--- config.mk ---
export PLATFORM = sky130hd
export DESIGN_NAME = frame_writer
export DESIGN_NICKNAME = d
export VERILOG_FILES = /design/src/cam_pkg.sv /design/src/frame_writer.sv
export SDC_FILE = /design/constraint.sdc
export NUM_CORES = 1
export LEC_CHECK = 0
export BUFFER_PORTS_ARGS = -buffer_cell sky130_fd_sc_hd__buf_2
export CAP_MARGIN = 15
export CORE_MARGIN = 3
export CORE_UTILIZATION = 33
export CTS_CLUSTER_SIZE = 16
export DETAILED_ROUTE_END_ITERATION = 10
export PLACE_DENSITY = 0.64
export SYNTH_ARGS = -nofsm -noshare
export SYNTH_HDL_FRONTEND = slang
export SYNTH_SLANG_ARGS = --single-unit
--- constraint.sdc ---
create_clock -name clk_camera -period 3.1 [get_ports clk_camera]
set_input_delay 0.93 -clock clk_camera [delete_from_list [all_inputs] [get_ports clk_camera]]
set_output_delay 0.93 -clock clk_camera [all_outputs]
set_load 0.1 [all_outputs]
--- src/cam_pkg.sv ---
`default_nettype none

package cam_pkg;

   // bus widths shared by the camera pipeline
   localparam int PIX_W  = 16;
   localparam int CHAN_W = 8;

   // rgb565, red in the top five bits
   typedef logic [PIX_W-1:0] pixel_t;
   // colour channel widened to 8 bits
   typedef logic [CHAN_W-1:0] chan_t;

   // what gets written into the frame buffer
   typedef enum logic {
      VIEW_CAMERA,
      VIEW_MASK
   } view_e;

   // centroid divider phases, x quotient first
   typedef enum logic [1:0] {
      DIV_IDLE,
      DIV_X,
      DIV_Y
   } div_state_e;

   // inclusive pink window on cr
   localparam chan_t CR_LOW  = 8'd160;
   localparam chan_t CR_HIGH = 8'd240;

   // crosshair and mask hit colour
   localparam pixel_t PIXEL_WHITE = '1;

endpackage

`default_nettype wire

--- src/frame_writer.sv ---
`timescale 1ns/1ns
`default_nettype none

module frame_writer #(
   parameter int  FRAME_W = 320,
   parameter int  FRAME_H = 180,
   localparam int HW      = $clog2(FRAME_W),
   localparam int VW      = $clog2(FRAME_H),
   localparam int AW      = $clog2(FRAME_W * FRAME_H)
) (
   input wire                  clk_camera,
   input wire                  sys_rst_camera,
   input wire                  thr_valid_i,
   input wire                  mask_i,
   input wire cam_pkg::pixel_t pix_i,
   input wire [HW-1:0]         hcount_i,
   input wire [VW-1:0]         vcount_i,
   input wire [HW-1:0]         com_x_i,
   input wire [VW-1:0]         com_y_i,
   input wire                  has_com_i,
   input var cam_pkg::view_e   view_i,
   output logic                wr_req_o,
   output logic [AW-1:0]       wr_addr_o,
   output cam_pkg::pixel_t     wr_data_o
);

   cam_pkg::pixel_t out_pix;
   logic            on_cross;

   always_comb begin
      // crosshair sits on the last known centre
      on_cross = has_com_i && ((vcount_i == com_y_i) || (hcount_i == com_x_i));
      if (on_cross) begin
         out_pix = cam_pkg::PIXEL_WHITE;
      end else if (view_i == cam_pkg::VIEW_MASK) begin
         out_pix = mask_i ? cam_pkg::PIXEL_WHITE : '0;
      end else begin
         out_pix = pix_i;
      end
   end

   always_ff @(posedge clk_camera) begin
      if (sys_rst_camera) begin
         wr_req_o <= 1'b0;
      end else begin
         wr_req_o <= thr_valid_i;
      end
   end

   always_ff @(posedge clk_camera) begin
      if (thr_valid_i) begin
         // row major, FRAME_W pixels per line
         wr_addr_o <= AW'(vcount_i) * AW'(FRAME_W) + AW'(hcount_i);
         wr_data_o <= out_pix;
      end
   end

endmodule

`default_nettype wire

### Word-level counts from Yosys, hierarchy flattened

Cells that the tools add are included.

| word-level totals | value |
|---|---|
| register bits | 33 |
| bits in latches | 0 |
| bits in writable memories | 0 |
| bits in read-only memories | 0 |
| bits of input ports | 56 |
| word-level logic and storage cells | 11 |
| memories | 0 |

| cells by class | value |
|---|---|
| $add $sub $neg | 1 |
| $mul | 1 |
| divide/modulo/power cells | 0 |
| magnitude comparators | 0 |
| equality and inequality tests | 2 |
| shifts and indexed selects | 0 |
| mux-type cells | 2 |
| bitwise gates (word level) | 0 |
| reduce and logical (&&, ||, !) cells | 2 |

Operators by type and width:

| kind | number |
|---|---|
| $mux W16 | 2 |
| $add A16 B9 Y16 | 1 |
| $mul A8 B3 Y10 const B | 1 |
| $eq A9 B9 Y1 | 1 |
| $eq A8 B8 Y1 | 1 |
| $logic_and A1 B1 Y1 | 1 |
| $logic_or A1 B1 Y1 | 1 |

### Logic depth before layout (Yosys ltp)

| logic depth | value |
|---|---|
| depth in word-level cells | 3 |
| gate-level depth with buffers | 8 |

### Least setup slack after synthesis

No wires, ideal clock.

| timing path | value |
|---|---|
| kind | input port to flip-flop |
| start | input port vcount_i[1] |
| end | register wr_addr_o[15] (data pin) |
| library setup time | 0.260 ns |
| arrival time | 2.693 ns |
| required time | 2.840 ns |
| setup slack | 0.147 ns |
| stages | 8 |
| path through | ha_1 -> ha_1 -> fa_1 -> a211oi_1 -> nor2_1 -> xor2_1 -> nand4_2 -> xnor2_1 |

| between the ends | value |
|---|---|
| longest elaborated chain between the ends | 2 |

RTL lines:

| item | line | text |
|---|---|---|
| start: declaration | frame_writer.sv:17 | `input wire [VW-1:0] vcount_i,` |
| $mul A8 B3 Y10 | frame_writer.sv:53 | `wr_addr_o <= AW'(vcount_i) * AW'(FRAME_W) + AW'(hcount_i);` |
| $add A16 B9 Y16 | frame_writer.sv:53 |  |
| end signal: assignment | frame_writer.sv:53 |  |
| end: declaration | frame_writer.sv:23 | `output logic [AW-1:0] wr_addr_o,` |

No other way between the ends.
A chain may end at the register's enable or synchronous reset.

### Final worst setup path

| timing path | value |
|---|---|
| start | input port vcount_i[1] |
| end | register wr_addr_o[14] (data pin) |

The elaborated chain is that of the path after synthesis.

==> results.cfg <==
[clocking]
clk_path_buf_depth = 2
cts.reportedPaths.clkPinSlew_ps = 70
cts_sinks = 33
cts_resized = 0
cts-root-buf = clkbuf_8
post-cts-setup-buffer-count = 0
h-tree-depth = 2
holdBufCountCts = 0
cts_buffers = 5
cts_tree = done

[status]
status = complete, no violations

[die]
row_count = 27
die_x_um = 82.0
coreArea_um2 = 5540
die_h_um = 82.0
initial_core_util_pct = 34.4
num_io_pins = 89
dieArea_um2 = 6730

[yosys]
synth_edf_count = 32
synth.most_common_cell = edfxtp_1
yosys-top-cells-count = edfxtp_1 (32), xnor2_1 (23), nand3_1 (18)
ys_warn_count = 0
synth_area_per_cell_um2 = 12.1
syn_area_um2 = 1910
yosys.area.top_type = edfxtp_1
ys_seq_area_share_pct = 51.4
synth.distinct_cells = 29
synth_cells = 158
synthFlopType = edfxtp_1
synth_area_leaders = edfxtp_1 (50%), xnor2_1 (11%), ha_1 (9.8%)
ys_ff_latch = 33
async_flop_share_pct = 0
synth_top_area_share_pct = 50.4
syn_nets = 231

[global_route]
grtUsageTotal_pct = 12.6
grt_antenna_before_repair = 0
grt_max_degree = 34
grt_first_pass_wirelength_um = 6400
gr-total-overflow = 0
grt_pass1_vias = 1405

[pwr]
power_w = 0.00153
leakagePower_nw = 1.17
p_per_area_nw_per_um2 = 596
peakVddDrop_v = 0.000220

[layout]
layout.nets = 330
drive_above_1_share_pct = 41.1
areaGrowthSynthToFinish_pct = 34.3
n_antenna_cell = 0
design_area_um2 = 2560
final_util_pct = 46.2

[timing]
finalWorstSetupSlack_ps = 255
setup_viol = 0
fin_crit_sh_pct = 91.8
max_freq_mhz = 351
finalHoldViolations = 0
maxSlewViolCount = 0
max_slew_margin_pct = 52.8
whs_ps = 799
rsz0062_at_grt = false
layout_min_cycle_time_ps = 2850
tightest_slew_ps = 708

[route]
drc_errors = 0
drt_wl_total_um = 4040
drt_iter0_markers = 28
wl_per_cell_um = 12.2
drtPass1Iterations = 4
via_per_inst = 4.59
via_count = 1516
ant_nets = 0

[critical_path]
start_kind = primary input
cpMaxStageDelayCell = fa_1
path_common_cell = ha_1
arrival_ps = 2870
critPathCaptureType = register
critPathKind = in2reg
timing.critical_path.cells = buf_2, ha_1, ha_1, fa_1, a211oi_1, nor2_1, xor2_1, nand3_1, xnor2_1
cp_top_family = adder cells
cp.required_ps = 3130
crit_buf_inv = 1
slowest_delay_ps = 400
crit_path_max_fanout = 3

[placement]
place_area_um2 = 2480
post-place-ws_ps = -51.6
dp_hpwl_um = 3270
gp_congestion = 0.708
io_buffers = 88

[hold_path]
hp-class = in2reg

[job]
drv_cap = 0
-- registers in the layout, summed over array words and instances, names as in the netlist --
register   flops
wr_data_o     16
wr_addr_o     16
wr_req_o       1
-- layer usage --
layer	track usage, %	up-vias	part of all wire [%]
met3	3.18	6	8.4
met2	21.8	59	48
li1	-	765	-
met4	5.48	0	1.6
met5	0	-	0
met1	14.7	686	42
-- cells in the final DEF (no fill, tap or decap), types with 2 or more instances in the layout --
cell | netlist | routed
edfxtp_1 | 32 | 32
nor2_1 | 10 | 10
a21oi_1 | 3 | 3
buf_2 | 1 | 88
o21ai_1 | 2 | 2
inv_1 | 6 | 6
nor2b_1 | 2 | 2
nand4_1 | 3 | 3
nand3_1 | 18 | 18
nand2b_1 | 16 | 16
buf_4 | 0 | 7
nand2_1 | 3 | 3
xnor2_1 | 23 | 23
clkinv_2 | 0 | 2
xor2_1 | 5 | 5
ha_1 | 15 | 15
fa_1 | 2 | 2
o21ai_0 | 3 | 3
clkbuf_8 | 0 | 5
-- power breakdown --
| group | internal [W] | switching (W) |
|---|---|---|
| Combinational | 0.000155 | 0.000506 |
| Sequential | 0.000555 | 0.0000117 |
| Clock | 0.000155 | 0.000143 |
-- final cells by class --
| class | count | area, µm² |
|---|---|---|
| well taps | 72 | 90.1 |
| inverters | 6 | 22.5 |
| multi-input cells | 116 | 891 |
| clock buffers | 6 | 72.6 |
| flip-flops and latches | 33 | 981 |
| clock inverters | 2 | 10.0 |
| repair buffers | 95 | 493 |
| fillers | 544 | 2980 |
-- logic make-up (layout without fill, tap and decap cells) --
| logic type | Yosys count | in the layout | share of synthesized area (%) |
|---|---|---|---|
| and+or+nand+nor | 57 | 57 | 16.7 |
| DFF | 33 | 33 | 51.4 |
| xor gates and xnor gates | 28 | 28 | 12.9 |
| adders and majority gates | 17 | 17 | 11.9 |
| AOI/OAI and AO/OA | 14 | 14 | 5.18 |
| buffers and inverters | 9 | 109 | 1.84 |
-- final timing paths --
path	from	to	slack (ps)	depth (start not counted)
worst min-delay path	sys_rst_camera	wr_req_o	800	2
worst max-delay path	vcount_i[1]	wr_addr_o[14]	250	9
-- stage by stage --
step | instances | TNS [ps]
3_5_place_dp | 322 | -93.2
5_1_grt | 330 | 0
2_1_floorplan | 158 | 0
3_3_place_gp | 322 | -58.9
6_report | 330 | 0
4_1_cts | 330 | 0
(Power assumes the default switching activity.)
