`src/cam_pkg.sv`:
```
`default_nettype none

package cam_pkg;

   // bus widths shared by the camera pipeline
   localparam int PIX_W  = 16;
   localparam int CHAN_W = 8;

   // rgb565, red in the top five bits
   typedef logic [PIX_W-1:0] pixel_t;
   // colour channel widened to 8 bits
   typedef logic [CHAN_W-1:0] chan_t;

   // what gets written into the frame buffer
   typedef enum logic {
      VIEW_CAMERA,
      VIEW_MASK
   } view_e;

   // centroid divider phases, x quotient first
   typedef enum logic [1:0] {
      DIV_IDLE,
      DIV_X,
      DIV_Y
   } div_state_e;

   // inclusive pink window on cr
   localparam chan_t CR_LOW  = 8'd160;
   localparam chan_t CR_HIGH = 8'd240;

   // crosshair and mask hit colour
   localparam pixel_t PIXEL_WHITE = '1;

endpackage

`default_nettype wire

```
`src/pink_threshold.sv`:
```
`timescale 1ns/1ns
`default_nettype none

module pink_threshold #(
   parameter int HCOUNT_W = 9,
   parameter int VCOUNT_W = 8
) (
   input wire                  clk_camera,
   input wire                  sys_rst_camera,
   input wire                  pix_valid_i,
   input wire cam_pkg::pixel_t pix_i,
   input wire [HCOUNT_W-1:0]   hcount_i,
   input wire [VCOUNT_W-1:0]   vcount_i,
   output logic                thr_valid_o,
   output logic                mask_o,
   output cam_pkg::pixel_t     pix_o,
   output logic [HCOUNT_W-1:0] hcount_o,
   output logic [VCOUNT_W-1:0] vcount_o
);

   cam_pkg::chan_t     red;
   cam_pkg::chan_t     green;
   cam_pkg::chan_t     blue;
   cam_pkg::chan_t     cr;
   logic signed [17:0] cr_sum;
   logic signed [17:0] cr_full;
   logic               in_range;

   always_comb begin
      // widen rgb565 fields by shifting left
      red   = {pix_i[15:11], 3'b000};
      green = {pix_i[10:5], 2'b00};
      blue  = {pix_i[4:0], 3'b000};
      // 112 r - 94 g - 18 b, can go negative
      cr_sum = 18'sd112 * $signed({10'd0, red})
             - 18'sd94 * $signed({10'd0, green})
             - 18'sd18 * $signed({10'd0, blue});
      // arithmetic shift floors toward minus infinity
      cr_full  = 18'sd128 + (cr_sum >>> 8);
      // result always lies in 16..239
      cr       = cr_full[7:0];
      in_range = (cr >= cam_pkg::CR_LOW) && (cr <= cam_pkg::CR_HIGH);
   end

   always_ff @(posedge clk_camera) begin
      if (sys_rst_camera) begin
         thr_valid_o <= 1'b0;
      end else begin
         thr_valid_o <= pix_valid_i;
      end
   end

   // one stage delay for the pixel fields
   always_ff @(posedge clk_camera) begin
      if (pix_valid_i) begin
         mask_o   <= in_range;
         pix_o    <= pix_i;
         hcount_o <= hcount_i;
         vcount_o <= vcount_i;
      end
   end

endmodule

`default_nettype wire

```
`config.mk`:
```
export PLATFORM = sky130hd
export DESIGN_NAME = pink_threshold
export DESIGN_NICKNAME = d
export VERILOG_FILES = /design/src/cam_pkg.sv /design/src/pink_threshold.sv
export SDC_FILE = /design/constraint.sdc
export NUM_CORES = 1
export LEC_CHECK = 0
export ABC_AREA = 1
export BUFFER_PORTS_ARGS = -buffer_cell sky130_fd_sc_hd__buf_4
export CORE_UTILIZATION = 30
export CTS_CLUSTER_DIAMETER = 60
export CTS_CLUSTER_SIZE = 40
export DETAILED_ROUTE_END_ITERATION = 8
export PLACE_DENSITY = 0.6
export SETUP_SLACK_MARGIN = 0.2
export SYNTH_ARGS = -nofsm -noshare
export SYNTH_HDL_FRONTEND = slang
export SYNTH_SLANG_ARGS = --single-unit
```
`constraint.sdc`:
```
create_clock -name clk_camera -period 10.3 [get_ports clk_camera]
set_clock_uncertainty 0.2 [all_clocks]
set_input_delay 0.515 -clock clk_camera [delete_from_list [all_inputs] [get_ports clk_camera]]
set_output_delay 0.515 -clock clk_camera [all_outputs]
set_load 0.02 [all_outputs]
```
# == After elaboration in Yosys (flattened, before gate mapping) ==
# Cells that the tools add are included.
# totals
register_bits,35
latch_bits,0
mem_bits_rw,0
rom_bits,0
in_bits,36
out_inout_bits,35
wordCells,14
mem_count,0
# classes
add_sub_neg,3
n_mul,3
n_div,0
magnitude_cmp,2
eq_ne,0
shift,0
muxes,0
n_bitwise,0
n_reduce_logical,1
# ops
cell,count
subtractor 15 x 15 -> 16 bit,1
subtractor 16 x 14 -> 16 bit,1
"multiplier 6 x 6 -> 12 bit, first input constant",1
"multiplier 4 x 5 -> 9 bit, first input constant",1
"adder 8 bit, first input constant",1
">= comparator 8 bit, second input constant",1
"less-or-equal comparator 8 bit, second input constant",1
"multiplier 3 x 5 -> 8 bit, first input constant",1
logical AND 1 bit,1

# == Depth between registers and ports, before layout ==
# logic_depth
word_depth,6
depth_mapped,26
depth_no_buf,26

# == Worst setup path after synthesis ==
# Ideal clock, no wire load.
# synth_path
kind,in2reg
from,input port pix_i[8]
to,register mask_o (data pin)
setup_ns,0.252
arrival_ns,4.645
required_time_ns,9.848
setup_slack_ns,5.203
path_stages,25
n_path_buf,0
path_cell_list,inv_1 -> fa_1 -> xor2_1 -> ha_1 -> fa_1 -> ha_1 -> a21oi_1 -> o21ai_2 -> a21oi_1 -> o21ai_1 -> xnor2_1 -> inv_1 -> fa_1 -> inv_1 -> ha_1 -> nand2_1 -> inv_1 -> a21oi_1 -> nand3_1 -> nand2_1 -> nand2_1 -> nor2_1 -> nand2_1 -> nand2_1 -> nand2_1
# synth_via
elab_chain_cells,6
elab_cells_between_ends,7
cone_classes,add/sub (3); mul (1); order compare (2); reduce/logical (1)
# synth_rtl
item,line,source
start: declaration,pink_threshold.sv:11,"input wire cam_pkg::pixel_t pix_i,"
multiplier 6 x 6 -> 12 bit *,pink_threshold.sv:36,"- 18'sd94 * $signed({10'd0, green})"
subtractor 15 x 15 -> 16 bit *,pink_threshold.sv:36,
subtractor 16 x 14 -> 16 bit *,pink_threshold.sv:37,"- 18'sd18 * $signed({10'd0, blue});"
adder 8 bit *,pink_threshold.sv:39,cr_full = 18'sd128 + (cr_sum >>> 8);
>= comparator 8 bit or less-or-equal comparator 8 bit (tied branches),pink_threshold.sv:42,in_range = (cr >= cam_pkg::CR_LOW) && (cr <= cam_pkg::CR_HIGH);
logical AND 1 bit *,pink_threshold.sv:42,
net in_range,pink_threshold.sv:27,logic in_range;
end signal: assignment,pink_threshold.sv:56,mask_o <= in_range;
end: declaration,pink_threshold.sv:15,"output logic mask_o,"
# The timed path passes the listed nets; every way through them passes the cells marked *.
# A chain may end at the register's enable or synchronous reset.

# == Worst setup path in the final report ==
# Ends and elaborated chain as after synthesis.

==> impl_results.md <==
* Vias post-DR at 2487
* Startpoint Class: input pin
* Die ar. at 0.0111 mm²
* Hpwl dp at 5360 µm
* Post-CTS resize count at 0
* First-pass GRT wire length at 11000 µm
* Post-synth EDFFs at 34
* Simple logic cell fraction of the synthesized area at 14.9%
* Hold-fix buffers, CTS at 0
* Synth area leaders: edfxtp_1 (32%), ha_1 (22%), fa_1 (12%)
* Achievable clock frequency at 0.192 GHz
* Clk buf depth at 2
* Fin crit period at 5.20 ns
* Post-synthesis mux area share at 0%
* WL/cell at 11.4 µm
* RSZ-0062 raised after global routing: no
* DRC Markers at 0
* Inst Count DP at 555
* Largest net degree at the start of global routing at 36
* WP data required at 10.15 ns
* Rel. slew slack at 69.6%
* Post-synth cell types at 23
* Dominant synthesized flop cell: edfxtp_1
* Reg clk slew, reported paths at 0.07 ns
* Initial antenna violation count at 0
* Vias in the first global route at 2463
* Most frequent cells in the layout: inv_1 (83), nand2_1 (71), buf_4 (70)
* Synth Warn # at 0
* Hold/Removal Path Class: input pin to register
* Endpoint class of the critical path: register
* Fin crit share at 50.5%
* Adder-Cell Fraction of Synth Area at 33.8%
* I/O pin count at 71
* Grt ovf at 0
* Async SR Flop Fraction at 0%
* Avg Inst Size Synth at 9.16 µm²
* Commonest non-fill, non-tap cell in the layout: inv_1
* H-tree depth at 2
* Largest vdd supply drop at 0.118 mV
* Initial Utilization at 31.0%
* Slew Viols, Final at 0
* Crit-path max FO at 5
* Starting DRT DRC Count at 95
* Leak Pwr at 2.11 nW
* Post-synthesis sequential area ratio at 32.6%
* Largest family of logic cells by synthesized area: adder cells
* Area of the mapped netlist at 0.00320 mm²
* Hold_ws at 0.175 ns
* CTS tree: yes
* Worst-Margin Slew at 0.456 ns
* Yosys reg bits at 35
* Top cell type's share of synthesized area at 31.9%
* CTS Buf Count at 5
* Row count at 37
* Final core occ at 38.5%
* Share of layout cells above drive strength 1 at 20.6%
* Compound-cell area share of the yosys netlist at 5.09%
* Clock root buffer: clkbuf_8
* Crit Path Category: input pin to register
* Max Cap Viol at 0
* Pwr dens at 270 mW/mm²
* Cell taking the most area after synthesis: edfxtp_1
* DRT antenna net count at 0
* Synth Net Count at 460
* Detailed Route WL at 6400 µm
* Xor and xnor area share after synthesis at 3.56%
* Die Wd at 105 µm
* Area growth syn-to-layout at 24.4%
* Pre-antenna DRT Iters at 4
* Cells after Synth at 349
* Critical Path AT at 5.05 ns
* Core area at 0.0103 mm²
* Port Buf Inserts at 70
* Ant diodes at 0
* GR Util All Layers at 12.4%
* Setup TNS at 0 ns
* Layout Cells excl Fill at 563
* Post-CTS Setup Inserts at 0
* Vias per cell at 4.42
* Outcome: complete, no violations
* Final Wtd Congestion at 0.834
* Clock Sinks at 35
* FILL cells at 1027
* Hold Fails Final Rpt at 0
* # setup viols final at 0
* Die H at 105 µm
* # nets final at 537
area by class of cell:
cell class	instances	area (µm²)	area share, %
clock buffers	5	68.8	1.73
inverters	86	323	8.12
flip-flops and latches	35	1040	26.2
multi-input cells	228	1830	46.1
well taps	136	170	4.28
repair buffers	70	526	13.2
clock inverters	3	15.0	0.378
state kept, by name, indices dropped and copies added (netlist names):
register     cells
thr_valid_o      1
pix_o           16
hcount_o         9
mask_o           1
vcount_o         8
stage by stage:
stage	setup WS, ns	instance area, µm²	total power (W)
CTS	5.10	3980	0.00108
global placement	4.88	3890	0.000957
floorplan	5.20	3200	0.000798
finish	5.10	3980	0.00107
global route	4.77	3980	0.00121
detailed placement	4.79	3890	0.000973
path summary, 6_finish.rpt:
path	startpoint	to	slack, ns	depth (start not counted)
worst max-delay path	pix_i[8]	mask_o	5.10	26
worst min-delay path	sys_rst_camera	thr_valid_o	0.17	2
synth_stat cells, types with 4 or more instances:
master    instances
inv_1            83
nand2_1          71
ha_1             56
edfxtp_1         34
fa_1             19
a21oi_1          15
nand3_1          14
nor2_1           13
xor2_1            8
nand4_1           6
xnor2_1           5
nand2_2           4
o21bai_1          4
power by group:
group          internal, W  switching, W  leakage, nW  total [W]
clock            0.0000462     0.0000501       0.0477  0.0000963
sequential        0.000174    0.00000310        0.341   0.000178
combinational     0.000306      0.000492         1.73   0.000798
worst max-delay path: stages:
cell	delay [ns]
buf_4	0.11
inv_1	0.06
fa_1	0.64
xor2_1	0.17
ha_1	0.26
fa_1	0.46
ha_1	0.38
a21oi_1	0.20
o21ai_2	0.10
a21oi_1	0.13
o21ai_1	0.08
xnor2_1	0.14
inv_1	0.08
fa_1	0.53
inv_1	0.04
ha_1	0.34
nand2_1	0.13
inv_1	0.05
a21oi_1	0.18
nand3_1	0.09
nand2_1	0.06
nand2_1	0.06
nor2_1	0.10
nand2_1	0.06
nand2_1	0.05
nand2_1	0.05
per-layer routing:
layer	GRT usage [%]	vias up	wire, µm
li1	-	1262	-
met1	15.7	1143	3010
met2	20.9	70	2880
met3	1.79	12	319
met4	5.33	0	184
met5	0	-	0
logic make-up after synthesis:
| kind of cell | after synthesis |
|---|---|
| compound gates | 28 |
| xor+xnor | 13 |
| fa+ha+maj | 75 |
| buf+inv | 86 |
| flops | 35 |
| simple gates | 112 |
Power figures use the tool's default switching activity.
