File: src/cam_pkg.sv
`default_nettype none

package cam_pkg;

   // bus widths shared by the camera pipeline
   localparam int PIX_W  = 16;
   localparam int CHAN_W = 8;

   // rgb565, red in the top five bits
   typedef logic [PIX_W-1:0] pixel_t;
   // colour channel widened to 8 bits
   typedef logic [CHAN_W-1:0] chan_t;

   // what gets written into the frame buffer
   typedef enum logic {
      VIEW_CAMERA,
      VIEW_MASK
   } view_e;

   // centroid divider phases, x quotient first
   typedef enum logic [1:0] {
      DIV_IDLE,
      DIV_X,
      DIV_Y
   } div_state_e;

   // inclusive pink window on cr
   localparam chan_t CR_LOW  = 8'd160;
   localparam chan_t CR_HIGH = 8'd240;

   // crosshair and mask hit colour
   localparam pixel_t PIXEL_WHITE = '1;

endpackage

`default_nettype wire

File: src/pixel_reconstruct.sv
`timescale 1ns/1ns
`default_nettype none

module pixel_reconstruct #(
   parameter int  FRAME_W = 320,
   parameter int  FRAME_H = 180,
   localparam int HW      = $clog2(FRAME_W),
   localparam int VW      = $clog2(FRAME_H)
) (
   input wire              clk_camera,
   input wire              sys_rst_camera,
   input wire              cam_pclk_i,
   input wire              cam_hs_i,
   input wire              cam_vs_i,
   input wire [7:0]        cam_data_i,
   output logic            pix_valid_o,
   output cam_pkg::pixel_t pix_o,
   output logic [HW-1:0]   hcount_o,
   output logic [VW-1:0]   vcount_o
);

   // [0] first sync stage, [1] synced value, [2] previous synced value
   logic [2:0]    pclk_sr;
   logic [2:0]    hs_sr;
   logic [2:0]    vs_sr;
   // data delayed two stages to line up with pclk_sr[1]
   logic [7:0]    data_s0;
   logic [7:0]    data_s1;
   logic          pclk_rise;
   logic          hs_fall;
   logic          vs_rise;
   logic          take_byte;
   // high when the next byte is the low half
   logic          low_phase;
   logic [7:0]    hi_byte;
   logic [HW-1:0] col;
   logic [VW-1:0] row;

   assign pclk_rise = pclk_sr[1] & ~pclk_sr[2];
   assign hs_fall   = ~hs_sr[1] & hs_sr[2];
   assign vs_rise   = vs_sr[1] & ~vs_sr[2];
   // bytes only count inside an active line
   assign take_byte = pclk_rise & hs_sr[1];

   always_ff @(posedge clk_camera) begin
      if (sys_rst_camera) begin
         pclk_sr     <= '0;
         hs_sr       <= '0;
         vs_sr       <= '0;
         low_phase   <= 1'b0;
         col         <= '0;
         row         <= '0;
         pix_valid_o <= 1'b0;
      end else begin
         pclk_sr     <= {pclk_sr[1:0], cam_pclk_i};
         hs_sr       <= {hs_sr[1:0], cam_hs_i};
         vs_sr       <= {vs_sr[1:0], cam_vs_i};
         pix_valid_o <= 1'b0;
         if (vs_rise) begin
            // start of frame
            low_phase <= 1'b0;
            col       <= '0;
            row       <= '0;
         end else if (hs_fall) begin
            // end of line, a stray half pixel is dropped
            low_phase <= 1'b0;
            col       <= '0;
            row       <= row + 1'b1;
         end else if (take_byte) begin
            low_phase <= ~low_phase;
            if (low_phase) begin
               pix_valid_o <= 1'b1;
               col         <= col + 1'b1;
            end
         end
      end
   end

   // pixel fields, qualified by pix_valid_o
   always_ff @(posedge clk_camera) begin
      data_s0 <= cam_data_i;
      data_s1 <= data_s0;
      if (take_byte) begin
         if (low_phase) begin
            pix_o    <= {hi_byte, data_s1};
            hcount_o <= col;
            vcount_o <= row;
         end else begin
            hi_byte <= data_s1;
         end
      end
   end

endmodule

`default_nettype wire

File: config.mk
export PLATFORM = sky130hd
export DESIGN_NAME = pixel_reconstruct
export DESIGN_NICKNAME = d
export VERILOG_FILES = /design/src/cam_pkg.sv /design/src/pixel_reconstruct.sv
export SDC_FILE = /design/constraint.sdc
export NUM_CORES = 1
export LEC_CHECK = 0
export ABC_AREA = 1
export ABC_CLOCK_PERIOD_IN_PS = 1450
export BUFFER_PORTS_ARGS = -buffer_cell sky130_fd_sc_hd__buf_2
export CORE_MARGIN = 3
export CORE_UTILIZATION = 30
export DETAILED_ROUTE_END_ITERATION = 12
export MAX_ROUTING_LAYER = met4
export PLACE_DENSITY_LB_ADDON = 0.25
export SYNTH_ARGS = -nofsm -noshare
export SYNTH_HDL_FRONTEND = slang
export SYNTH_SLANG_ARGS = --single-unit
File: constraint.sdc
create_clock -name clk_camera -period 1.45 [get_ports clk_camera]
set_clock_uncertainty 0.05 [all_clocks]
set_input_delay 0.0725 -clock clk_camera [delete_from_list [all_inputs] [get_ports clk_camera]]
set_output_delay 0.0725 -clock clk_camera [all_outputs]
set_load 0.01 [all_outputs]
Word level (Yosys, flattened, before mapping) --
Cells that the tools add are included.
Operators by class: $add $sub $neg 2, reductions and logical operators 5, mux-type cells 1, bitwise logic cells 9
Operators with widths (count):
- $add A9 B1 Y9 const B | 1
- $add A8 B1 Y8 const B | 1
- $not A1 Y1 | 5
- $and A1 B1 Y1 | 4
- $reduce_and A2 Y1 | 2
- $reduce_or A4 Y1 | 1
- $reduce_or A3 Y1 | 1
- $reduce_or A2 Y1 | 1
- $mux W1 | 1
Word-level totals: input bits 13, logic and storage cells 30, flip-flop bits (word level) 85, output and inout port bits 34

Logic depth before layout (Yosys ltp) --
depth after elaboration 5, depth in mapped cells 7

Worst setup path after synthesis --
OpenSTA, ideal clock, no wires.
path kind flip-flop to flip-flop, from register hs_sr[1], to register hi_byte[0], enable pin, library setup time 0.370 ns, arrival time 0.843 ns, stages on the path, launching flop included 3, path slack 0.187 ns, cells stage by stage dfxtp_1 -> nand3_2 -> nor2_1
On the way: longest elaborated chain between the ends 2
RTL lines:
- from (decl) | RTL line pixel_reconstruct.sv:24 | logic [2:0] hs_sr;
- from (signal assigned) | RTL line pixel_reconstruct.sv:56 | hs_sr <= {hs_sr[1:0], cam_hs_i};
- $and A1 B1 Y1 | RTL line pixel_reconstruct.sv:43 | assign take_byte = pclk_rise & hs_sr[1];
- $reduce_and A2 Y1 (no source line)
- to (signal assigned) | RTL line pixel_reconstruct.sv:89 | hi_byte <= data_s1;
- to (decl) | RTL line pixel_reconstruct.sv:35 | logic [7:0] hi_byte;
No other way between the ends. A chain may end at the register's enable or synchronous reset.

Final worst setup path --
from register row[0], to register row[6]
On the way: longest elaborated chain between the ends 1
RTL lines:
- from (decl) | RTL line pixel_reconstruct.sv:37 | logic [VW-1:0] row;
- from (signal assigned) | RTL line pixel_reconstruct.sv:68 | row <= row + 1'b1;
- $add A8 B1 Y8 | RTL line pixel_reconstruct.sv:68
No other way between the ends.

==> results.txt <==
----------------------------------------------------
[Finish]
  Fraction of final layout cells with drive strength greater than 1 ... 0.245
  Total area of multi-input combinational cells ... around 500 sq um
  Antenna cells ... 0
  Area growth syn-to-layout ... 27.7%
  Register cell area after layout ... 2110 sq um
  Post-Route Utilization ... 0.397
  Number of nets at the end of the flow ... 308
  Filler instances ... roughly 850

[Min path]
  Hold-critical path endpoint ... data_s1[3]
  Hold path cells ... 0
  Worst hold path startpoint ... data_s0[3]
  Class of the tightest hold or removal check ... flop to flop

[Floorplan]
  Core area ... 8810 sq um
  Vertical die dimension ... about 100 um
  Area of the die ... 10300 sq um
  Die width ... ~100 um
  Std cell rows ... 34
  Number of top-level pins ... 47
  Initial cell density of the core ... 0.311

[Clock network]
  H-tree depth reported by CTS ... 3
  Hold_buf cts ... 15
  Buffers from clock root to sink, at most ... 2
  Worst-skew pair later-pin latency ... between 0.3 and 0.4 ns
  Clock Root Buffer ... sky130_fd_sc_hd__clkbuf_8
  Number of post-CTS setup repair buffers ... 0
  Clock transition at path regs ... 0.08 ns
  Clock tree from TritonCTS ... done
  Sink Count ... 85
  Number of clock buffers inserted by TritonCTS ... 9
  PostCTS Resize Cnt ... 0

[Drt]
  Total via count in the routed design ... 1628
  Detailed-routing wirelength on met1 ... 1950 um
  Post-detailed-route via-to-cell ratio ... around 4.0
  Metal2 WL ... between 2000 and 2500 um
  Top layer reached by signal wires ... met4
  Remaining routing DRC violations ... 0
  Routed wire length per instance ... 10.6 um
  Detailed-route wire length ... 4300 um
  Met3 layer wire length in the routed design ... 169 um
  Number of routed nets with antenna violations ... 0
  Drt first pass iters ... 4
  DRC violation total after the first TritonRoute iteration ... 61

[STA]
  Final-layout setup total negative slack ... 0 ns
  Highest clock frequency the design can meet ... 0.814 GHz
  Max-Slew Margin vs Limit ... 0.837
  RSZ-0062 raised after global routing ... false
  Slew @ Worst Pin ... 0.244 ns
  Share of the clock period used by the worst path after layout ... 0.847
  Shortest clock period the worst path allows after layout ... between 1 and 1.5 ns
  Hold violation count in the final report ... 0
  Number of max-slew violations in the final report ... 0
  Final setup fails ... 0

[Global route]
  Total routing usage reported by global routing ... 0.0957
  Number of antenna violations at the first check in global routing ... 0
  Largest net degree at the start of global routing ... 34
  Remaining global-route overflow ... 0
  Number of global-route vias before repair ... 1553
  Global-route wire length before repair ... 7220 um

[Flow run]
  Number of max-cap violations ... 0

[Setup path]
  Cells on worst reg2reg path ... 5
  Crit path max fanout ... 4
  Library cell contributing the largest single delay on the critical path ... sky130_fd_sc_hd__dfxtp_1
  Critical setup path kind ... flop to flop
  Worst reg-to-reg setup slack ... approximately 0.22 ns
  Worst reg2reg endpoint ... row[6]
  Critical path's top delay family ... simple AND/OR/NAND/NOR gates
  Buffer and inverter count on the worst path ... 0
  R2r startpoint ... row[0]
  Cell repeated most along the worst path ... sky130_fd_sc_hd__nand3_1
  Endpoint kind of the worst setup timing path ... flop
  Type of element launching the critical path ... flop
  Arr. time, crit path ... 1.45 ns
  Required arrival time at the worst endpoint ... 1.68 ns
  Cell breakdown of the critical path ... ha_1 -> nand3_1 -> nor2_1 -> nand3_1 -> a21oi_1
  Worst path max stage delay ... 0.38 ns

[Power and ir drop]
  Peak supply drop ... 0.000426 V
  Total leakage power ... 1.40 nW
  Power per unit of standard cell area ... roughly 1300 nW/um^2

[Yosys]
  Leading post-synthesis cells by instance count ... sky130_fd_sc_hd__dfxtp_1 (44), sky130_fd_sc_hd__edfxtp_1 (41), sky130_fd_sc_hd__nand2_1 (32)
  Area share of the leading cell type in the synthesized netlist ... 0.450
  Synthesized instance count ... 218
  Leading register cell type out of synthesis ... sky130_fd_sc_hd__dfxtp_1
  Total standard cell area after synthesis ... 2740 sq um
  Proportion of synthesized chip area in sequential cells ... 0.771
  Count of cell types in the netlist ... 17
  Synthesized netlist net count ... 233
  Share of synthesized registers carrying an async set or reset ... 0
  Top-count cell post-synth ... sky130_fd_sc_hd__dfxtp_1
  Syn. warnings ... 0
  EDFF count, synth ... 41
  Library cell occupying the most area in the post-synthesis netlist ... sky130_fd_sc_hd__edfxtp_1
  Number of synthesized register bits ... 85
  Post-synthesis area per instance ... 12.6 sq um
  Largest cells by area after synthesis ... sky130_fd_sc_hd__edfxtp_1 (45%), sky130_fd_sc_hd__dfxtp_1 (32%), sky130_fd_sc_hd__nand2_1 (4.4%), sky130_fd_sc_hd__inv_1 (3.8%), sky130_fd_sc_hd__nor2_1 (3.6%)

[Placement]
  Placer's final routability congestion estimate ... between 0.7 and 0.8
  Port-buffer cells ... 46
  HPWL reported at the end of detailed placement ... 2930 um

[Run status]
  Run status ... finished clean

----------------------------------------------------
worst max path at each step:
stage                           from    endpoint  slack [ns]  depth (start not counted)
after floorplan             hs_sr[1]  hi_byte[0]        0.19                          2
after global placement    pclk_sr[1]    pix_o[6]        0.26                          3
after detailed placement      col[0]      col[8]        0.22                          6
after CTS                     col[0]      col[8]        0.20                          6
after global routing          row[0]      row[6]        0.05                          5
final                         row[0]      row[6]        0.22                          5
flip-flops by register name, summed over array words and instances, names as in the netlist:
name / cells
hcount_o: 9
pix_valid_o: 1
low_phase: 1
hi_byte: 8
row: 8
hs_sr: 3
data_s1: 8
pclk_sr: 3
data_s0: 8
col: 9
vcount_o: 8
vs_sr: 3
pix_o: 16
area by class of cell:
type	count	area share
inverter	28	0.0301
multi-input combinational	103	0.142
clock inverter	6	0.0254
clock buffer	10	0.0365
timing repair buffer	66	0.123
tap	108	0.0386
sequential	85	0.604
logic make-up after synthesis:
logic type	count (synthesis)	synth area share
simple gates	78	0.126
compound gates	22	0.0439
xor+xnor	1	0.00320
fa+ha+maj	2	0.00914
flops	85	0.771
buf+inv	30	0.0466
power breakdown:
part           internal (mW)  leakage [nW]  switching, mW
Sequential              2.53         0.763         0.0134
Combinational         0.0542         0.538         0.0406
Clock                  0.970         0.102          0.804
stage by stage:
step                      instances  setup WS, ns  hold slack, ns  power [mW]  cell area [sq um]
after global placement          375         0.261           0.127        2.67               3130
after CTS                       406         0.203           0.281        4.47               3500
final                           406         0.221           0.281        4.42               3500
after detailed placement        375         0.221           0.126        2.67               3130
after global routing            406        0.0498           0.288        4.58               3500
after floorplan                 218         0.187          0.0502        2.64               2740
layout by cell type (no fill, tap or decap), types with 2 or more instances in the layout:
cell                             n
sky130_fd_sc_hd__buf_2          46
sky130_fd_sc_hd__dfxtp_1        44
sky130_fd_sc_hd__edfxtp_1       41
sky130_fd_sc_hd__nand2_1        32
sky130_fd_sc_hd__inv_1          28
sky130_fd_sc_hd__nor2_1         26
sky130_fd_sc_hd__a21oi_1        15
sky130_fd_sc_hd__dlygate4sd3_1  15
sky130_fd_sc_hd__nand3_1        14
sky130_fd_sc_hd__clkbuf_8        9
sky130_fd_sc_hd__o21ai_0         5
sky130_fd_sc_hd__buf_4           4
sky130_fd_sc_hd__nor2_4          3
sky130_fd_sc_hd__ha_1            2
sky130_fd_sc_hd__bufinv_16       2
sky130_fd_sc_hd__clkinvlp_4      2
metal layers:
| metal | track usage | up-vias |
|---|---|---|
| li1 | - | 865 |
| met1 | 0.110 | 728 |
| met2 | 0.148 | 28 |
| met3 | 0.0296 | 7 |
| met4 | 0.0552 | 0 |
| met5 | - | - |
No activity file was read; power rests on OpenSTA's default activity.
