[src/cam_pkg.sv]
`default_nettype none

package cam_pkg;

   // bus widths shared by the camera pipeline
   localparam int PIX_W  = 16;
   localparam int CHAN_W = 8;

   // rgb565, red in the top five bits
   typedef logic [PIX_W-1:0] pixel_t;
   // colour channel widened to 8 bits
   typedef logic [CHAN_W-1:0] chan_t;

   // what gets written into the frame buffer
   typedef enum logic {
      VIEW_CAMERA,
      VIEW_MASK
   } view_e;

   // centroid divider phases, x quotient first
   typedef enum logic [1:0] {
      DIV_IDLE,
      DIV_X,
      DIV_Y
   } div_state_e;

   // inclusive pink window on cr
   localparam chan_t CR_LOW  = 8'd160;
   localparam chan_t CR_HIGH = 8'd240;

   // crosshair and mask hit colour
   localparam pixel_t PIXEL_WHITE = '1;

endpackage

`default_nettype wire

[src/centroid_tracker.sv]
`timescale 1ns/1ns
`default_nettype none

module centroid_tracker #(
   parameter int  FRAME_W = 320,
   parameter int  FRAME_H = 180,
   localparam int HW      = $clog2(FRAME_W),
   localparam int VW      = $clog2(FRAME_H)
) (
   input wire            clk_camera,
   input wire            sys_rst_camera,
   input wire            thr_valid_i,
   input wire            mask_i,
   input wire [HW-1:0]   hcount_i,
   input wire [VW-1:0]   vcount_i,
   output logic [HW-1:0] com_x_o,
   output logic [VW-1:0] com_y_o,
   output logic          com_valid_o,
   output logic          has_com_o
);

   // pink pixel count and coordinate sums
   localparam int CNT_W  = $clog2(FRAME_W * FRAME_H + 1);
   localparam int SX_W   = HW + CNT_W;
   localparam int SY_W   = VW + CNT_W;
   // one divider wide enough for either sum
   localparam int DIV_W  = (SX_W > SY_W) ? SX_W : SY_W;
   localparam int STEP_W = $clog2(DIV_W);

   cam_pkg::div_state_e state;
   logic [SX_W-1:0]     sum_x;
   logic [SY_W-1:0]     sum_y;
   logic [CNT_W-1:0]    count;
   logic [SX_W-1:0]     sum_x_nx;
   logic [SY_W-1:0]     sum_y_nx;
   logic [CNT_W-1:0]    count_nx;
   logic                frame_end;
   logic                start;
   // divider datapath
   logic [SY_W-1:0]     y_hold;
   logic [CNT_W-1:0]    divisor;
   logic [CNT_W-1:0]    rem;
   logic [DIV_W-1:0]    quo;
   logic [STEP_W-1:0]   step;
   logic [CNT_W:0]      trial;
   logic                fits;
   logic [CNT_W-1:0]    rem_nx;
   logic [DIV_W-1:0]    quo_nx;
   logic                step_last;

   always_comb begin
      // current pixel folded in, so the last pixel of a frame counts
      sum_x_nx  = sum_x;
      sum_y_nx  = sum_y;
      count_nx  = count;
      if (thr_valid_i && mask_i) begin
         sum_x_nx = sum_x + SX_W'(hcount_i);
         sum_y_nx = sum_y + SY_W'(vcount_i);
         count_nx = count + 1'b1;
      end
      frame_end = thr_valid_i && (hcount_i == HW'(FRAME_W - 1))
                  && (vcount_i == VW'(FRAME_H - 1));
      // a frame ending while busy is simply not divided
      start     = frame_end && (count_nx != '0) && (state == cam_pkg::DIV_IDLE);
      // restoring step, dividend msb shifts into the remainder
      trial     = {rem, quo[DIV_W-1]};
      fits      = trial >= {1'b0, divisor};
      rem_nx    = fits ? CNT_W'(trial - {1'b0, divisor}) : trial[CNT_W-1:0];
      quo_nx    = {quo[DIV_W-2:0], fits};
      step_last = step == STEP_W'(DIV_W - 1);
   end

   always_ff @(posedge clk_camera) begin
      if (sys_rst_camera) begin
         state       <= cam_pkg::DIV_IDLE;
         sum_x       <= '0;
         sum_y       <= '0;
         count       <= '0;
         com_valid_o <= 1'b0;
         has_com_o   <= 1'b0;
      end else begin
         com_valid_o <= 1'b0;
         // accumulators restart every frame
         if (frame_end) begin
            sum_x <= '0;
            sum_y <= '0;
            count <= '0;
         end else if (thr_valid_i) begin
            sum_x <= sum_x_nx;
            sum_y <= sum_y_nx;
            count <= count_nx;
         end
         if (start) begin
            state <= cam_pkg::DIV_X;
         end else if (step_last && state == cam_pkg::DIV_X) begin
            state <= cam_pkg::DIV_Y;
         end else if (step_last && state == cam_pkg::DIV_Y) begin
            state       <= cam_pkg::DIV_IDLE;
            com_valid_o <= 1'b1;
            has_com_o   <= 1'b1;
         end
      end
   end

   always_ff @(posedge clk_camera) begin
      if (start) begin
         quo     <= DIV_W'(sum_x_nx);
         y_hold  <= sum_y_nx;
         divisor <= count_nx;
         rem     <= '0;
         step    <= '0;
      end else if (state != cam_pkg::DIV_IDLE) begin
         if (step_last) begin
            // x done, reload with the held y sum
            quo  <= DIV_W'(y_hold);
            rem  <= '0;
            step <= '0;
            if (state == cam_pkg::DIV_X) begin
               com_x_o <= quo_nx[HW-1:0];
            end else begin
               com_y_o <= quo_nx[VW-1:0];
            end
         end else begin
            quo  <= quo_nx;
            rem  <= rem_nx;
            step <= step + 1'b1;
         end
      end
   end

endmodule

`default_nettype wire

[config.mk]
export PLATFORM = sky130hd
export DESIGN_NAME = centroid_tracker
export DESIGN_NICKNAME = d
export VERILOG_FILES = /design/src/cam_pkg.sv /design/src/centroid_tracker.sv
export SDC_FILE = /design/constraint.sdc
export NUM_CORES = 1
export LEC_CHECK = 0
export ABC_AREA = 0
export BUFFER_PORTS_ARGS = -buffer_cell sky130_fd_sc_hd__buf_2
export CAP_MARGIN = 20
export CORE_MARGIN = 2
export CORE_UTILIZATION = 67
export DETAILED_ROUTE_END_ITERATION = 10
export PLACE_DENSITY = 0.88
export SYNTH_ARGS = -nofsm -noshare
export SYNTH_HDL_FRONTEND = slang
export SYNTH_SLANG_ARGS = --single-unit
[constraint.sdc]
create_clock -name clk_camera -period 4.51 [get_ports clk_camera]
set_clock_uncertainty 0.1 [all_clocks]
set_input_delay 0.6765 -clock clk_camera [delete_from_list [all_inputs] [get_ports clk_camera]]
set_output_delay 0.6765 -clock clk_camera [all_outputs]
set_load 0.01 [all_outputs]
* Yosys cells after proc, flatten, opt, wreduce, memory -nomap -nowiden *
Index checks and enable logic that the tools add are counted.

word-level totals
  bits in registers = 172
  latch bits = 0
  RAM bits = 0
  ROM bits = 0
  bits of input ports = 21
  output and inout bits = 19
  logic and storage cells = 60
  memories kept = 0

operators by class
  add/subtract/negate cells = 5
  multipliers = 0
  div/mod/pow operators = 0
  magnitude comparators = 1
  eq/ne operators = 5
  shifts and indexed selects = 0
  muxes and demuxes = 13
  bitwise logic cells = 3
  reduce and logical (&&, ||, !) cells = 19

operator list
  operator                                                          number
  25-bit two-way mux                                                4
  16-bit two-way mux                                                3
  25-bit by 9-bit adder with 25-bit output                          1
  24-bit by 8-bit adder with 24-bit output                          1
  24-bit two-way mux                                                1
  17-bit by 16-bit greater-or-equal comparator with 1-bit output    1
  16-bit by 1-bit adder with 16-bit output (second input constant)  1
  16-bit nonzero test                                               1
  16-bit subtractor                                                 1
  9-bit == test (second input constant)                             1
  8-bit == test (second input constant)                             1
  4-bit AND reduction                                               2
  1-bit logical AND                                                 7
  2-bit nonzero test                                                3
  5-bit by 1-bit adder with 5-bit output (second input constant)    1
  5-bit == test (second input constant)                             1
  5-bit two-way mux                                                 1
  2-bit two-way mux                                                 2
  2-bit OR reduction                                                2
  1-bit NOT                                                         3
  3-bit AND reduction                                               1
  3-bit nonzero test                                                1
  3-bit OR reduction                                                1
  2-bit by 1-bit == test with 1-bit output (second input constant)  1
  other kinds (3)                                                   4

* Depth between registers and ports, before layout *
  depth in word-level cells = 7
  gate-level depth with buffers = 11
  gate-level depth less buffers = 11

* Worst setup path after synthesis *
OpenSTA, ideal clock, no wires.

  path kind = input port to flip-flop
  from = input port mask_i
  to = register quo[15] (data pin)
  setup time = 0.291 ns
  data arrival time = 2.850 ns
  required time = 4.119 ns
  slack = 1.269 ns
  cell stages on the path = 9
  buffers on the path = 2
  cells stage by stage = nand4_1 -> or4_1 -> clkbuf_1 -> or3_1 -> o2111ai_2 -> o31ai_4 -> nor3_4 -> buf_2 -> a21oi_1

between the ends
  word-level cells in the longest chain between the ends = 6

ends and longest elaborated chain
  what                            line                     source
  from (decl)                     centroid_tracker.sv:13   input wire mask_i,
  1-bit logical AND               centroid_tracker.sv:56   if (thr_valid_i && mask_i) begin
  16-bit two-way mux              centroid_tracker.sv:56
  16-bit nonzero test             centroid_tracker.sv:64   start = frame_end && (count_nx != '0) && (state == cam_pkg::DIV_IDLE);
  1-bit logical AND (2 in a row)  centroid_tracker.sv:64
  net start                       centroid_tracker.sv:38   logic start;
  25-bit two-way mux              centroid_tracker.sv:106  if (start) begin
  to (signal assigned)            centroid_tracker.sv:107  quo <= DIV_W'(sum_x_nx);
  to (signal assigned)            centroid_tracker.sv:115  quo <= DIV_W'(y_hold);
  to (signal assigned)            centroid_tracker.sv:124  quo <= quo_nx;
  to (decl)                       centroid_tracker.sv:43   logic [DIV_W-1:0] quo;

The timed path passes the listed nets, and every way through them passes these cells.
A chain may end at the register's enable or synchronous reset.

* Worst setup path after layout *
  from = register count[0]
  to = register divisor[12] (enable)

between the ends
  word-level cells in the longest chain between the ends = 5

ends and longest elaborated chain
  what                                      line                     source
  from (decl)                               centroid_tracker.sv:33   logic [CNT_W-1:0] count;
  from (signal assigned)                    centroid_tracker.sv:91   count <= count_nx;
  16-bit by 1-bit adder with 16-bit output  centroid_tracker.sv:59   count_nx = count + 1'b1;
  16-bit two-way mux (*)                    centroid_tracker.sv:56
  16-bit nonzero test (*)                   centroid_tracker.sv:64
  1-bit logical AND (*) (2 in a row)        centroid_tracker.sv:64
  to (signal assigned)                      centroid_tracker.sv:109  divisor <= count_nx;
  to (decl)                                 centroid_tracker.sv:41   logic [CNT_W-1:0] divisor;

Every way passes the cells marked *; elsewhere a longest branch is shown, timed or not.

==> metrics.md <==
| Metric | Value |
|---|---|
| Status | completed |
| Synthesized area per cell | 10.1 um2 |
| Post-cts gate resize count | 0 |
| Worst skew pair latency | approximately 420 ps |
| Slowest-stage cell, CP | nor3_4 |
| Final Max Tran Viols | 0 |
| Chip Width | about 120 um |
| Post-synth net total | around 930 |
| # DRC | 0 |
| Area grow syn2layout | 11.0% |
| Post-detailed-placement half-perimeter wirelength | ~12 mm |
| Post-CTS setup buffer count | 0 |
| Cell area after layout | 9730 um2 |
| Crit path kind | flip-flop to flip-flop |
| CP delay by family, top | simple AND/OR/NAND/NOR gates |
| Worst-path clk slew | ~60 ps |
| Yosys warning count | 0 |
| Crit-path most repeated cell | nor4_1 |
| Worst Tran Pin Value | about 850 ps |
| TritonCTS clock tree | built |
| Die height | 118 um |
| Via count | between 6,000 and 7,000 |
| GRT Residual Overflow | 0 |
| Hold_ws | between 300 and 400 ps |
| Clock H-tree levels | 4 |
| Layout cell share with drive strength beyond 1 | 0.135 |
| Top-area cell type share of the netlist area | 0.281 |
| Worst path max stage delay | just over 600 ps |
| CTS Hold Buffers Added | 0 |
| DR vias/cell | around 6 |
| Most frequent cells in the layout | 90 x dfxtp_1, 84 x nand2_1, 82 x edfxtp_1, 74 x nor2_1, 53 x a21oi_1 |
| Total CTS buffers | 17 |
| CP Launch Type | flip-flop |
| Yosys cell types | 62 |
| Mapped cell area | approximately 8800 um2 |
| EDFF count, synth | 82 |
| Setup TNS | 0 ps |
| Fin. Hold Viols | 0 |
| Unrepaired setup endpoints after global routing | no |
| Max Buffers Root-to-Sink | 2 |
| Flops & latches, synth | approximately 170 |
| Antenna violations before repair | 0 |
| DR WL/cell | ~17 um |
| WL final | 18.4 mm |
| Top cells by area, synth | edfxtp_1 28%, dfxtp_1 21%, ha_1 5.1% |
| Crit share post-route | 0.778 |
| Port Buffers | 39 |
| Antenna fix cells | 0 |
| # rows | 41 |
| Worst slew margin | 0.431 |
| DP Area | 9110 um2 |
| Antenna-violating nets left | 0 |
| CP required | 4530 ps |
| Max Cap Viol | 0 |
| Total power | around 0.0037 W |
| Top FF cell, synth | dfxtp_1 |
| Global-route wire length before repair | 30.3 mm |
| First-pass detailed-route iteration total | 5 |
| Leading area contributor after synthesis | edfxtp_1 |
| P_leak | about 3.8 nW |
| Commonest non-fill, non-tap cell in the layout | dfxtp_1 |
| Fmax | between 200 and 300 MHz |
| Post-synthesis sequential area ratio | 0.486 |
| Finish-stage setup viols | 0 |
| Core area | ~13,000 um2 |
| Worst-path maximum fanout | 17 |
| CP Cell Sequence | ha_1, nand4_1, nor4_1, nor4_1, a31oi_1, o31ai_4, nor3_4, buf_4 |
| Async set-reset flop share out of synthesis | 0 |
| Clock tree sinks | approximately 170 |
| Vias in the first global route | ~6,000 |
| CTS Root Cell | clkbuf_16 |
| Crit end category | flip-flop |
| Largest net degree at the start of global routing | between 40 and 50 |
| GPL Wtd Cong | around 0.87 |
| Fin crit period | roughly 3500 ps |
| Worst min-delay path category | flip-flop to flip-flop |
| Critical path buffer and inverter count | 1 |
| IO Pins | 40 |
| Cells after synthesis | between 800 and 900 |
| Post-layout net count | around 970 |
| Initial core utilization | 0.689 |
| Pwr dens | 385 nW/um2 |
| DIE AREA | about 14,000 um2 |
| CP arrival | 3530 ps |
| Worst vdd ir | ~0.00034 V |
| GRT Util Overall | 0.271 |
| 1st-iter DRT viols | between 600 and 700 |
final timing paths:
kind,from,endpoint,slack [ps],cells past startpoint
worst max register to register,count[0],divisor[12],1000,8
worst min register to register,rem[7],rem[7],390,2
worst max-delay path,count[0],divisor[12],1000,8
worst min-delay path,rem[7],rem[7],390,2
Yosys cell counts, drive strengths merged (4+ instances only):
library cell,count
a211oi,24
a21o,7
a21oi,63
and2,26
and3,9
and4,4
buf,15
clkbuf,21
dfxtp,90
edfxtp,82
ha,36
inv,34
mux2i,7
nand2,84
nand2b,5
nand3,19
nand4,25
nor2,74
nor2b,40
nor3,17
nor3b,5
nor4,5
o211ai,16
o21a,5
o21ai,35
o31ai,6
or2,7
or3,4
xnor2,38
xor2,36
power by group:
group / total (W) / leakage [nW] / switching (W) / internal [W]
combinational: 0.000488 / 2.02 / 0.000284 / 0.000205
clock: 0.00151 / 0.295 / 0.000590 / 0.000925
sequential: 0.00174 / 1.44 / 0.0000543 / 0.00169
total: 0.00375 / 3.76 / 0.000928 / 0.00282
worst reg2reg max path, cell delays in order, from the launching register on:
cell and delay [ps]:
dfxtp_1 440, ha_1 270, nand4_1 210, nor4_1 600, nor4_1 130, a31oi_1 340
o31ai_4 170, nor3_4 620, buf_4 340
layout make-up:
class	count	area, um2
Clock buffer	20	437
Timing Repair Buffer	51	318
Inverter	34	128
Multi-Input combinational cell	630	4200
Clock inverter	12	173
Tap cell	172	215
Fill cell	815	2990
Sequential cell	172	4260
kinds of logic (layout without fill, tap and decap cells):
| group | Yosys count | count (layout) | synth area share |
|---|---|---|---|
| and+or+nand+nor | 334 | 334 | 0.195 |
| AOI/OAI and AO/OA | 174 | 174 | 0.141 |
| DFF | 172 | 172 | 0.486 |
| xor gates and xnor gates | 74 | 74 | 0.0739 |
| buffers and inverters | 70 | 117 | 0.0351 |
| adders and majority gates | 39 | 39 | 0.0582 |
| muxes | 9 | 9 | 0.0106 |
routing by layer:
metal,wire length (um),track usage,part of all wire,vias to the layer above
met5,0,0,0,-
met4,230,0.0744,0.013,0
met3,1370,0.0637,0.075,16
met2,8370,0.422,0.45,256
met1,8430,0.383,0.46,3124
li1,-,-,-,3166
state kept, by name, summed over array words and instances, names as in the netlist, 5 cells and up:
name     cells
divisor     16
com_y_o      8
rem         16
count       16
sum_y       24
quo         25
y_hold      24
step         5
sum_x       25
com_x_o      9
stage by stage:
step                      std cells  utilization  setup WS (ps)
after floorplan                 872            -           1270
after global placement         1058        0.716            924
after detailed placement       1058        0.716            878
after CTS                      1090        0.764           1000
after global routing           1091        0.765            845
final                          1091        0.765           1000
(Power assumes the default switching activity.)
